==> src/include/rv_core_defs.svh <==
`ifndef RV_CORE_DEFS_SVH
`define RV_CORE_DEFS_SVH

// integer data path width, rv64
`define RV_XLEN 64

// architectural integer registers x0..x31
`define RV_NREGS 32

// first fetch address after reset
`define RV_RESET_PC 64'h8000_0000

// raw instruction width, no compressed encodings
`define RV_ILEN 32

// register index width
`define RV_REG_AW 5

// sequential pc step
`define RV_PC_STEP 4

`endif

==> src/verilog/rv_core_pkg.sv <==
`include "rv_core_defs.svh"

package rv_core_pkg;

  // one architectural data word
  typedef logic [`RV_XLEN-1:0] word_t;

  // register index into the integer file
  typedef logic [`RV_REG_AW-1:0] reg_addr_t;

  // raw 32-bit instruction as delivered by the fetch side
  typedef logic [`RV_ILEN-1:0] inst_t;

  // decoded instruction kind
  // invalid covers every encoding outside the supported subset,
  // the all-zero word included
  typedef enum logic [2:0] {
    KIND_ADDI    = 3'd0,
    KIND_LUI     = 3'd1,
    KIND_AUIPC   = 3'd2,
    KIND_JAL     = 3'd3,
    KIND_JALR    = 3'd4,
    KIND_EBREAK  = 3'd5,
    KIND_INVALID = 3'd6
  } inst_kind_e;

  // major opcodes of the supported subset
  localparam logic [6:0] OPC_OP_IMM = 7'b0010011;
  localparam logic [6:0] OPC_LUI    = 7'b0110111;
  localparam logic [6:0] OPC_AUIPC  = 7'b0010111;
  localparam logic [6:0] OPC_JAL    = 7'b1101111;
  localparam logic [6:0] OPC_JALR   = 7'b1100111;

  // ebreak is one fixed word in the system opcode space
  localparam inst_t INST_EBREAK = 32'h0010_0073;

endpackage

==> src/verilog/rv_decode_if.sv <==
// one decoded instruction, decoder to execution unit
interface rv_decode_if;

  // record valid for one cycle after the decoder loads
  logic                    dec_valid;
  rv_core_pkg::word_t      pc;
  rv_core_pkg::inst_kind_e kind;

  // operands of the result adder
  rv_core_pkg::word_t      op1;
  rv_core_pkg::word_t      op2;

  // operands of the jump target adder
  rv_core_pkg::word_t      op1_jump;
  rv_core_pkg::word_t      op2_jump;
  logic                    jump;

  // destination register
  logic                    rd_wen;
  rv_core_pkg::reg_addr_t  rd_addr;

  modport producer (
    output dec_valid, pc, kind, op1, op2, op1_jump, op2_jump, jump, rd_wen, rd_addr
  );

  modport consumer (
    input dec_valid, pc, kind, op1, op2, op1_jump, op2_jump, jump, rd_wen, rd_addr
  );

endinterface

==> src/verilog/rv_regfile.sv <==
`include "rv_core_defs.svh"

module rv_regfile (
  input  logic                   clk,
  input  logic                   rst_n,
  input  rv_core_pkg::reg_addr_t rs1_addr,
  input  logic                   wen,
  input  rv_core_pkg::reg_addr_t waddr,
  input  rv_core_pkg::word_t     wdata,
  output rv_core_pkg::word_t     rs1_data
);

  // x0 entry exists but is never written
  rv_core_pkg::word_t regs [`RV_NREGS];

  // write port, commit side
  always_ff @(posedge clk or negedge rst_n) begin
    if (!rst_n) begin
      for (int i = 0; i < `RV_NREGS; i++) begin
        regs[i] <= '0;
      end
    end else if (wen && (waddr != '0)) begin
      regs[waddr] <= wdata;
    end
  end

  // read port, decode side, no bypass needed
  // since only one instruction is in flight
  assign rs1_data = (rs1_addr == '0) ? '0 : regs[rs1_addr];

endmodule

==> src/verilog/rv_idu.sv <==
`include "rv_core_defs.svh"

module rv_idu (
  input  logic                   clk,
  input  logic                   rst_n,
  input  logic                   dec_load,
  input  rv_core_pkg::word_t     pc,
  input  rv_core_pkg::inst_t     inst,
  input  rv_core_pkg::word_t     rs1_data,
  output rv_core_pkg::reg_addr_t rs1_addr,
  rv_decode_if.producer          dec,
  output rv_core_pkg::inst_t     dec_inst
);

  // instruction fields
  logic [6:0] opcode;
  logic [2:0] funct3;
  logic [4:0] rd;

  // sign extended immediates
  rv_core_pkg::word_t imm_i;
  rv_core_pkg::word_t imm_u;
  rv_core_pkg::word_t imm_j;

  // combinational decode result
  rv_core_pkg::inst_kind_e kind;
  rv_core_pkg::word_t      op1;
  rv_core_pkg::word_t      op2;
  rv_core_pkg::word_t      op1_jump;
  rv_core_pkg::word_t      op2_jump;
  logic                    jump;
  logic                    rd_wen;

  assign opcode   = inst[6:0];
  assign rd       = inst[11:7];
  assign funct3   = inst[14:12];
  // rs1 always sits at the same place, read it unconditionally
  assign rs1_addr = inst[19:15];

  // I: 12 bits, U: upper 20 bits, J: scrambled 21 bits
  assign imm_i = {{(`RV_XLEN-12){inst[31]}}, inst[31:20]};
  assign imm_u = {{(`RV_XLEN-32){inst[31]}}, inst[31:12], 12'b0};
  assign imm_j = {{(`RV_XLEN-21){inst[31]}}, inst[31], inst[19:12], inst[20],
                  inst[30:21], 1'b0};

  // kind lookup
  always_comb begin
    kind = rv_core_pkg::KIND_INVALID;
    if (inst == rv_core_pkg::INST_EBREAK) begin
      kind = rv_core_pkg::KIND_EBREAK;
    end else begin
      case (opcode)
        rv_core_pkg::OPC_OP_IMM: if (funct3 == 3'b000) kind = rv_core_pkg::KIND_ADDI;
        rv_core_pkg::OPC_LUI:    kind = rv_core_pkg::KIND_LUI;
        rv_core_pkg::OPC_AUIPC:  kind = rv_core_pkg::KIND_AUIPC;
        rv_core_pkg::OPC_JAL:    kind = rv_core_pkg::KIND_JAL;
        rv_core_pkg::OPC_JALR:   if (funct3 == 3'b000) kind = rv_core_pkg::KIND_JALR;
        default:                 kind = rv_core_pkg::KIND_INVALID;
      endcase
    end
  end

  // operand selection per kind
  always_comb begin
    op1      = '0;
    op2      = '0;
    op1_jump = '0;
    op2_jump = '0;
    jump     = 1'b0;
    rd_wen   = 1'b0;
    case (kind)
      rv_core_pkg::KIND_ADDI: begin
        op1    = rs1_data;
        op2    = imm_i;
        rd_wen = 1'b1;
      end
      rv_core_pkg::KIND_LUI: begin
        // op1 stays zero
        op2    = imm_u;
        rd_wen = 1'b1;
      end
      rv_core_pkg::KIND_AUIPC: begin
        op1    = pc;
        op2    = imm_u;
        rd_wen = 1'b1;
      end
      rv_core_pkg::KIND_JAL: begin
        // link value pc+4, target pc+imm
        op1      = pc;
        op2      = `RV_XLEN'(`RV_PC_STEP);
        op1_jump = pc;
        op2_jump = imm_j;
        jump     = 1'b1;
        rd_wen   = 1'b1;
      end
      rv_core_pkg::KIND_JALR: begin
        op1      = pc;
        op2      = `RV_XLEN'(`RV_PC_STEP);
        op1_jump = rs1_data;
        op2_jump = imm_i;
        jump     = 1'b1;
        rd_wen   = 1'b1;
      end
      // ebreak and invalid write nothing
      default: ;
    endcase
  end

  // valid is a one cycle pulse after each load
  always_ff @(posedge clk or negedge rst_n) begin
    if (!rst_n) begin
      dec.dec_valid <= 1'b0;
    end else begin
      dec.dec_valid <= dec_load;
    end
  end

  // payload, captured at the input handshake
  always_ff @(posedge clk) begin
    if (dec_load) begin
      dec.pc       <= pc;
      dec.kind     <= kind;
      dec.op1      <= op1;
      dec.op2      <= op2;
      dec.op1_jump <= op1_jump;
      dec.op2_jump <= op2_jump;
      dec.jump     <= jump;
      dec.rd_wen   <= rd_wen;
      dec.rd_addr  <= rd;
      dec_inst     <= inst;
    end
  end

endmodule

==> src/verilog/rv_exu.sv <==
`include "rv_core_defs.svh"

module rv_exu (
  input  logic                    clk,
  input  logic                    rst_n,
  rv_decode_if.consumer           dec,
  input  rv_core_pkg::inst_t      dec_inst,
  input  logic                    commit_fire,
  output logic                    exu_valid,
  output rv_core_pkg::word_t      commit_pc,
  output rv_core_pkg::inst_t      commit_inst,
  output rv_core_pkg::inst_kind_e commit_kind,
  output logic                    commit_rd_wen,
  output rv_core_pkg::reg_addr_t  commit_rd,
  output rv_core_pkg::word_t      commit_data,
  output rv_core_pkg::word_t      next_pc
);

  rv_core_pkg::word_t result;
  rv_core_pkg::word_t target;
  logic               rd_wen;

  // single adder covers addi, lui, auipc and the link value
  assign result = dec.op1 + dec.op2;

  // jalr drops bit 0 of the target
  always_comb begin
    target = dec.op1_jump + dec.op2_jump;
    if (dec.kind == rv_core_pkg::KIND_JALR) begin
      target[0] = 1'b0;
    end
  end

  // no write for x0, invalid or ebreak
  assign rd_wen = dec.rd_wen && (dec.rd_addr != '0) &&
                  (dec.kind != rv_core_pkg::KIND_INVALID) &&
                  (dec.kind != rv_core_pkg::KIND_EBREAK);

  // commit valid until accepted
  always_ff @(posedge clk or negedge rst_n) begin
    if (!rst_n) begin
      exu_valid <= 1'b0;
    end else if (dec.dec_valid) begin
      exu_valid <= 1'b1;
    end else if (commit_fire) begin
      exu_valid <= 1'b0;
    end
  end

  // commit record, held stable under back-pressure
  always_ff @(posedge clk) begin
    if (dec.dec_valid) begin
      commit_pc     <= dec.pc;
      commit_inst   <= dec_inst;
      commit_kind   <= dec.kind;
      commit_rd_wen <= rd_wen;
      commit_rd     <= dec.rd_addr;
      commit_data   <= result;
      next_pc       <= dec.jump ? target : dec.pc + `RV_XLEN'(`RV_PC_STEP);
    end
  end

endmodule

==> src/verilog/rv_core_ctrl.sv <==
`include "rv_core_defs.svh"

module rv_core_ctrl (
  input  logic                    clk,
  input  logic                    rst_n,
  input  logic                    inst_valid,
  input  logic                    commit_ready,
  input  logic                    exu_valid,
  input  rv_core_pkg::word_t      next_pc,
  input  rv_core_pkg::inst_kind_e commit_kind,
  output logic                    inst_ready,
  output logic                    dec_load,
  output rv_core_pkg::word_t      pc,
  output logic                    commit_valid,
  output logic                    commit_fire,
  output logic                    halted
);

  // one instruction between acceptance and commit
  logic busy;
  logic busy_nxt;
  logic halted_nxt;

  // both handshakes evaluated here only
  assign dec_load     = inst_valid && inst_ready;
  assign commit_valid = exu_valid;
  assign commit_fire  = exu_valid && commit_ready;

  // next state of busy and halt
  always_comb begin
    busy_nxt   = busy;
    halted_nxt = halted;
    if (dec_load) begin
      busy_nxt = 1'b1;
    end else if (commit_fire) begin
      busy_nxt = 1'b0;
    end
    // sticky until reset
    if (commit_fire && (commit_kind == rv_core_pkg::KIND_EBREAK)) begin
      halted_nxt = 1'b1;
    end
  end

  // ready is registered, so it stays low during reset
  // and rises on the cycle after a commit
  always_ff @(posedge clk or negedge rst_n) begin
    if (!rst_n) begin
      busy       <= 1'b0;
      halted     <= 1'b0;
      inst_ready <= 1'b0;
    end else begin
      busy       <= busy_nxt;
      halted     <= halted_nxt;
      inst_ready <= !busy_nxt && !halted_nxt;
    end
  end

  // architectural pc, moves only when a commit is taken
  always_ff @(posedge clk or negedge rst_n) begin
    if (!rst_n) begin
      pc <= `RV_RESET_PC;
    end else if (commit_fire) begin
      pc <= next_pc;
    end
  end

endmodule

==> src/verilog/rv_core_top.sv <==
module rv_core_top (
  input  logic                    clk,
  input  logic                    rst_n,
  input  logic                    inst_valid,
  input  rv_core_pkg::inst_t      inst,
  input  logic                    commit_ready,
  output logic                    inst_ready,
  output logic                    commit_valid,
  output rv_core_pkg::word_t      commit_pc,
  output rv_core_pkg::inst_t      commit_inst,
  output rv_core_pkg::inst_kind_e commit_kind,
  output logic                    commit_rd_wen,
  output rv_core_pkg::reg_addr_t  commit_rd,
  output rv_core_pkg::word_t      commit_data,
  output rv_core_pkg::word_t      commit_next_pc,
  output logic                    halted
);

  // ctrl to decoder
  logic                   dec_load;
  rv_core_pkg::word_t     pc;
  // decoder and register file read port
  rv_core_pkg::reg_addr_t rs1_addr;
  rv_core_pkg::word_t     rs1_data;
  rv_core_pkg::inst_t     dec_inst;
  // exu to ctrl
  logic                   exu_valid;
  logic                   commit_fire;
  // register write only on an accepted commit
  wire                    rf_wen = commit_fire & commit_rd_wen;

  rv_decode_if dec_bus ();

  rv_core_ctrl i_ctrl (
    .clk          (clk),
    .rst_n        (rst_n),
    .inst_valid   (inst_valid),
    .commit_ready (commit_ready),
    .exu_valid    (exu_valid),
    .next_pc      (commit_next_pc),
    .commit_kind  (commit_kind),
    .inst_ready   (inst_ready),
    .dec_load     (dec_load),
    .pc           (pc),
    .commit_valid (commit_valid),
    .commit_fire  (commit_fire),
    .halted       (halted)
  );

  rv_idu i_idu (
    .clk      (clk),
    .rst_n    (rst_n),
    .dec_load (dec_load),
    .pc       (pc),
    .inst     (inst),
    .rs1_data (rs1_data),
    .rs1_addr (rs1_addr),
    .dec      (dec_bus.producer),
    .dec_inst (dec_inst)
  );

  rv_regfile i_regfile (
    .clk      (clk),
    .rst_n    (rst_n),
    .rs1_addr (rs1_addr),
    .wen      (rf_wen),
    .waddr    (commit_rd),
    .wdata    (commit_data),
    .rs1_data (rs1_data)
  );

  rv_exu i_exu (
    .clk           (clk),
    .rst_n         (rst_n),
    .dec           (dec_bus.consumer),
    .dec_inst      (dec_inst),
    .commit_fire   (commit_fire),
    .exu_valid     (exu_valid),
    .commit_pc     (commit_pc),
    .commit_inst   (commit_inst),
    .commit_kind   (commit_kind),
    .commit_rd_wen (commit_rd_wen),
    .commit_rd     (commit_rd),
    .commit_data   (commit_data),
    .next_pc       (commit_next_pc)
  );

endmodule

==> config.mk <==
export PLATFORM = sky130hd
export DESIGN_NAME = rv_core_top
export DESIGN_NICKNAME = d
export VERILOG_FILES = /design/src/verilog/rv_core_pkg.sv /design/src/verilog/rv_decode_if.sv /design/src/verilog/rv_regfile.sv /design/src/verilog/rv_idu.sv /design/src/verilog/rv_exu.sv /design/src/verilog/rv_core_ctrl.sv /design/src/verilog/rv_core_top.sv
export VERILOG_INCLUDE_DIRS = /design/src /design/src/include
export SDC_FILE = /design/constraint.sdc
export NUM_CORES = 2
export LEC_CHECK = 0
export BUFFER_PORTS_ARGS = -buffer_cell sky130_fd_sc_hd__buf_2
export CORE_MARGIN = 2
export CORE_UTILIZATION = 40
export CTS_CLUSTER_SIZE = 20
export DETAILED_ROUTE_END_ITERATION = 8
export PLACE_DENSITY_LB_ADDON = 0.05
export SETUP_SLACK_MARGIN = 0.1
export SYNTH_ARGS = -nofsm -noshare
export SYNTH_HDL_FRONTEND = slang
export SYNTH_HIERARCHICAL = 1
export SYNTH_SLANG_ARGS = --single-unit
==> constraint.sdc <==
create_clock -name clk -period 9.9 [get_ports clk]
set_input_delay 0.495 -clock clk [delete_from_list [all_inputs] [get_ports clk]]
set_output_delay 0.495 -clock clk [all_outputs]
set_load 0.01 [all_outputs]
# Word level (Yosys, flattened, before mapping)
# Cells that the tools add are included.
# totals
ff_bits	2712
inputBits	36
out_inout_bits	236
wordCells	123
# classes
addsub	3
magnitude_cmp	3
n_eq_ne	14
muxes	24
bitwise	3
reduce_logical	21
# ops
cell	count
2048-bit bitwise mux	1
64-bit case mux with 2 select lines	3
64-bit binary-select mux with 5-bit select	1
64-bit demux with 5-bit select	1
64-bit two-way mux	5
64-bit case mux with 3 select lines	1
64-bit adder	2
64-bit by 3-bit adder with 64-bit output, second input constant	1
32-bit by 21-bit equality test with 1-bit output, second input constant	1
3-bit case mux with 5 select lines	1
7-bit by 5-bit equality test with 1-bit output, second input constant	2
7-bit equality test, second input constant	2
6-bit >= comparator, second input constant	2
5-bit NOT with 6-bit output	2
5-bit nonzero test	2
3-bit equality test, second input constant	3
1-bit logical AND	9
1-bit two-way mux	8
7-bit by 6-bit equality test with 1-bit output, second input constant	1
3-bit by 2-bit equality test with 1-bit output, second input constant	2
3-bit zero test	2
6-bit by 1-bit less-than comparator with 1-bit output, second input constant	1
3-bit two-way mux	2
3-bit inequality test, second input constant	2
other kinds (9)	11

# Longest topological paths before layout
# depth
word_depth	7
depth_mapped	13

# Hierarchy
# The synthesis kept the hierarchy.
# modules_own_cells
mod	n_inst	cells_per_inst	area_per_inst_um2
rv_regfile	1	5689	91380.1
rv_exu	1	1645	16308.1
rv_idu	1	652	11247.0
rv_core_ctrl	1	147	2753.9
rv_core_top	1	1	6.3

# Worst setup path before layout
# No wires, ideal clock.
# synth_timing
path_type	input to register
from	input inst_valid
to	register i_idu.dec.dec_valid
setup_ns	0.816
arrival_time_ns	6.849
required_time_ns	9.084
setup_slack_ns	2.235
path_stages	1
n_path_buf	0
cell_sequence	and2_1
# synth_via
elab_chain_cells	1
# synth_rtl
element	line_no	text
from (decl)	rv_core_top.sv:4	input logic inst_valid,
1-bit logical AND	rv_core_ctrl.sv:25	assign dec_load = inst_valid && inst_ready;
to (signal assigned)	rv_idu.sv:114	dec.dec_valid <= dec_load;
to (decl)	rv_decode_if.sv:23	output dec_valid, pc, kind, op1, op2, op1_jump, op2_jump, jump, rd_wen, rd_addr
# No other way between the ends.
# A chain may end at the register's enable or synchronous reset.

# Worst setup path in the final report
# layout_timing
from	register i_exu.exu_valid
to	register i_regfile/regs[241] (netlist bit)
# layout_via
elab_chain_cells	3
# layout_rtl
element	line_no	text
from (decl)	rv_exu.sv:9	output logic exu_valid,
from (signal assigned)	rv_exu.sv:42	exu_valid <= 1'b0;
from (signal assigned)	rv_exu.sv:44	exu_valid <= 1'b1;
from (signal assigned)	rv_exu.sv:46	exu_valid <= 1'b0;
1-bit logical AND	rv_core_ctrl.sv:27	assign commit_fire = exu_valid && commit_ready;
via commit_fire	rv_core_top.sv:28	logic commit_fire;
1-bit AND	rv_core_top.sv:30	wire rf_wen = commit_fire & commit_rd_wen;
via rf_wen	rv_core_top.sv:30	
1-bit logical AND	rv_regfile.sv:22	end else if (wen && (waddr != '0)) begin
to (signal, indexed assignment)	rv_regfile.sv:23	regs[waddr] <= wdata;
to (decl)	rv_regfile.sv:14	rv_core_pkg::word_t regs [`RV_NREGS];
# The timed path passes the listed nets, and every way through them passes these cells.

==> impl_summary.log <==
[metrics] CP peak stage delay: 710 ps
[metrics] Buffers on Ports: 271
[metrics] Mapped Nets: 8,299
[metrics] xor/xnor share of the synthesized area: 0.0128
[metrics] first-pass GRT wire length: 549 mm
[metrics] sequential area share after synthesis: 0.558
[metrics] Synthesis Warnings: 6
[metrics] initial core utilization: 0.402
[metrics] TritonCTS clock tree: yes
[metrics] vias in the first global route: 75.2k
[metrics] 1st-pass router iterations: 6
[metrics] Final Hold Vio Count: 0
[metrics] outcome: complete, no violations
[metrics] DRC Markers: 0
[metrics] worst clock skew: 32.3 ps
[metrics] number of buffers inserted for hold repair after clock tree synthesis: 31
[metrics] final std cells w/o fill: 12.4k
[metrics] Clock Latency Late Sink: 900 ps
[metrics] WL/cell: 30.5 microns
[metrics] placement row count: 202
[metrics] worst path cell trace: nand2_2 > inv_4 > and2_1 > or3b_1 > nor2_4 > buf_4 > buf_4 > mux2_2
[metrics] PostCTS Resize Cnt: 0
[metrics] total clock buffers created by CTS: 302
[metrics] Required @ worst endpoint: 10,670 ps
[metrics] power per cell area: 240 nW/um^2
[metrics] RePlAce Congestion: 0.882
[metrics] Syn-to-layout area delta: 12.1%
[metrics] min-delay worst type: in2reg
[metrics] floorplan die area: 309,000 sq um
[metrics] HPWL reported at the end of detailed placement: 225 mm
[metrics] CP top delay family: simple AND/OR/NAND/NOR gates
[metrics] mux share of post-synthesis cell area: 0.303
[metrics] register bit total from synthesis: 2,612
[metrics] horizontal extent of the die: 556 microns
[metrics] Mean Syn Cell Area: 15.0 sq um
[metrics] average vias per placed instance: 5.79
[metrics] Slew HR: 0.0713
[metrics] Buffers & Inverters on Critical Path: 3
[metrics] largest buffer count on any clock path: 4
[metrics] critical path capture point type: register
[metrics] max-cap check violation count: 0
[metrics] Clock transition at path regs: 60 ps
[metrics] post-synthesis async set-or-reset flop share: 0.803
[metrics] number of routed nets with antenna violations: 0
[metrics] number of cells produced by synthesis: 8,134
[metrics] Post-Synth Simple-Gate Area: 0.0304
[metrics] net total in the final layout: 8,298
[metrics] final setup fails: 0
[metrics] number of levels in the clock H-tree: 5
[metrics] area fraction in compound gates after synthesis: 0.0481
[metrics] Post-Syn Area: 122,000 sq um
[metrics] number of different library cells in the post-synthesis netlist: 105
[metrics] logic depth of the worst setup path including buffers: 8
[metrics] cells on worst reg2reg path: 8
[metrics] area share of fa/ha/maj cells after synthesis: 0.0134
[metrics] starting DRC count in detailed routing: 5,541
[metrics] height of the chip: 556 microns
[metrics] total power: 0.0327 W
[metrics] path type of the worst setup path: reg2reg
[metrics] crit-path most repeated cell: buf_4
[metrics] share of the synthesized area in the top cell type: 0.431
[metrics] Sum Neg Setup Slack: 0 ps
[metrics] Leakage Power: 62.0 nW
[metrics] hold path cells: 1
[metrics] number of enable-type register cells in the synthesized netlist: 515
[metrics] biggest area consumer among synthesized cells: dfrtp_1
[metrics] number of clock sinks: 2,612
[metrics] achievable frequency: 226 MHz
[metrics] clock root buffer master: clkbuf_16
[metrics] worst supply voltage drop on vdd: 125 uV
[metrics] share of final-layout standard cells stronger than drive strength 1: 0.424
[metrics] most frequently used cell type in the post-synthesis netlist: dfrtp_1
[metrics] largest net degree at the start of global routing: 163
[metrics] final global-route overflow total: 0
[metrics] unrepaired setup endpoints after global routing: no
[metrics] worst-path fanout max: 28
[metrics] filler instances: 26.8k
[metrics] Worst setup SP type: register
[metrics] combinational family with the most area after synthesis: multiplexers
[metrics] data arrival at the endpoint of the critical path: 5200 ps
[metrics] antenna violations before repair: 16
[metrics] Post-Route WL: 378 mm
[metrics] area of the core: 303,000 sq um
[metrics] Least-Margin Pin Slew: 1390 ps
[metrics] top cells by count, synth: dfrtp_1 (2,096), mux2_2 (2,012), edfxtp_1 (515), mux4_2 (480), clkbuf_1 (394)
[metrics] via count: 71.5k
[metrics] shortest period the worst path allows: 4430 ps
[metrics] number of cells after detailed placement: 11.8k
[metrics] leading post-synthesis cells by cell area: dfrtp_1 (43%), mux2_2 (19%), edfxtp_1 (13%)
[metrics] GRT Util Overall: 0.243
[metrics] # IOs: 272
[metrics] crit share post-route: 0.448
[metrics] count of pins over their slew limit: 0
[metrics] cell with the largest stage delay on the worst path: nor2_4
[metrics] Setup Buffers After CTS: 0
[metrics] Top FF cell, synth: dfrtp_1
[state kept, by name, indices dropped and copies added, names as in the netlist, 21 cells and up]
signal              cells
i_idu/dec.op1_jump     64
i_exu/commit_inst      32
i_idu/dec_inst         28
i_idu/dec.op2_jump     21
i_idu/dec.op2          32
i_regfile/regs       2028
i_exu/commit_pc        64
i_idu/dec.op1          64
i_ctrl/pc              64
i_idu/dec.pc           64
i_exu/commit_data      64
i_exu/next_pc          64
[kinds of logic after synthesis]
group / count (synthesis)
fa+ha+maj: 129
flops: 2612
mux: 2805
xor+xnor: 178
compound gates: 851
simple gates: 715
buf+inv: 844
[path summary, 6_finish.rpt]
path	start	endpoint	slack, ps
max in group asynchronous	rst_n	i_regfile/regs[934]	7180
worst min register to register	i_regfile/regs[2015]	i_regfile/regs[2015]	370
worst max-delay path	i_exu/exu_valid	i_regfile/regs[241]	5470
worst min-delay path	inst[18]	i_idu/dec_inst[18]	80
min in group asynchronous	rst_n	i_regfile/regs[1731]	180
worst max register to register	i_exu/exu_valid	i_regfile/regs[241]	5470
[layout make-up]
class                           count  area, sq um  area share
Antenna cell                        8         20.0    0.000147
Sequential cell                  2612        67900       0.498
Clock buffer                      459         8990      0.0659
Multi-Input combinational cell   4678        49900       0.366
Timing Repair Buffer              495         3380      0.0248
Clock inverter                     86          978     0.00718
Tap cell                         3978         4980      0.0365
Inverter                           44          168     0.00123
[worst register-to-register path: stages (launching register included)]
cell     delay (ps)
dfrtp_1         370
nand2_2         100
inv_4           400
and2_1          520
or3b_1          580
nor2_4          710
buf_4           610
buf_4           590
mux2_2          440
[placed cells by master, fill, tap and decap left out, drive strengths merged, types with 15 or more instances in the layout]
master / count
dfrtp: 2096
mux2: 2082
edfxtp: 515
mux4: 480
buf: 464
clkbuf: 459
mux2i: 243
a21oi: 211
nand2: 205
nor2: 149
a22o: 145
ha: 127
o22ai: 109
o21ai: 104
xnor2: 98
a21o: 86
xor2: 80
or2: 62
nand3: 56
inv: 55
clkinv: 55
nand4: 53
o21bai: 36
nor3: 32
dlygate4sd3: 31
and3: 30
and2: 26
nor2b: 21
a221oi: 20
bufinv: 18
a2111oi: 18
a211oi: 17
nand2b: 17
nor4: 15
[metrics by stage]
step	utilization	setup slack, ps	area, sq um	hold slack, ps
after floorplan	-	2240	122000	199
after global placement	0.416	5290	126000	360
after detailed placement	0.416	5210	126000	363
after CTS	0.450	5440	136000	20.5
after global routing	0.450	5150	136000	67.6
final	0.450	5470	136000	80.6
[report_power, final]
part / internal (W) / switching, W
Sequential: 0.0134 / 0.00144
Clock: 0.00674 / 0.00459
Combinational: 0.00318 / 0.00330
Total: 0.0234 / 0.00932
[metal layers]
metal / global-route usage / share of wire
met5: 0 / 0.000029
met4: 0.0555 / 0.022
met3: 0.0358 / 0.045
met2: 0.384 / 0.46
met1: 0.353 / 0.47
Power figures use the tool's default switching activity.
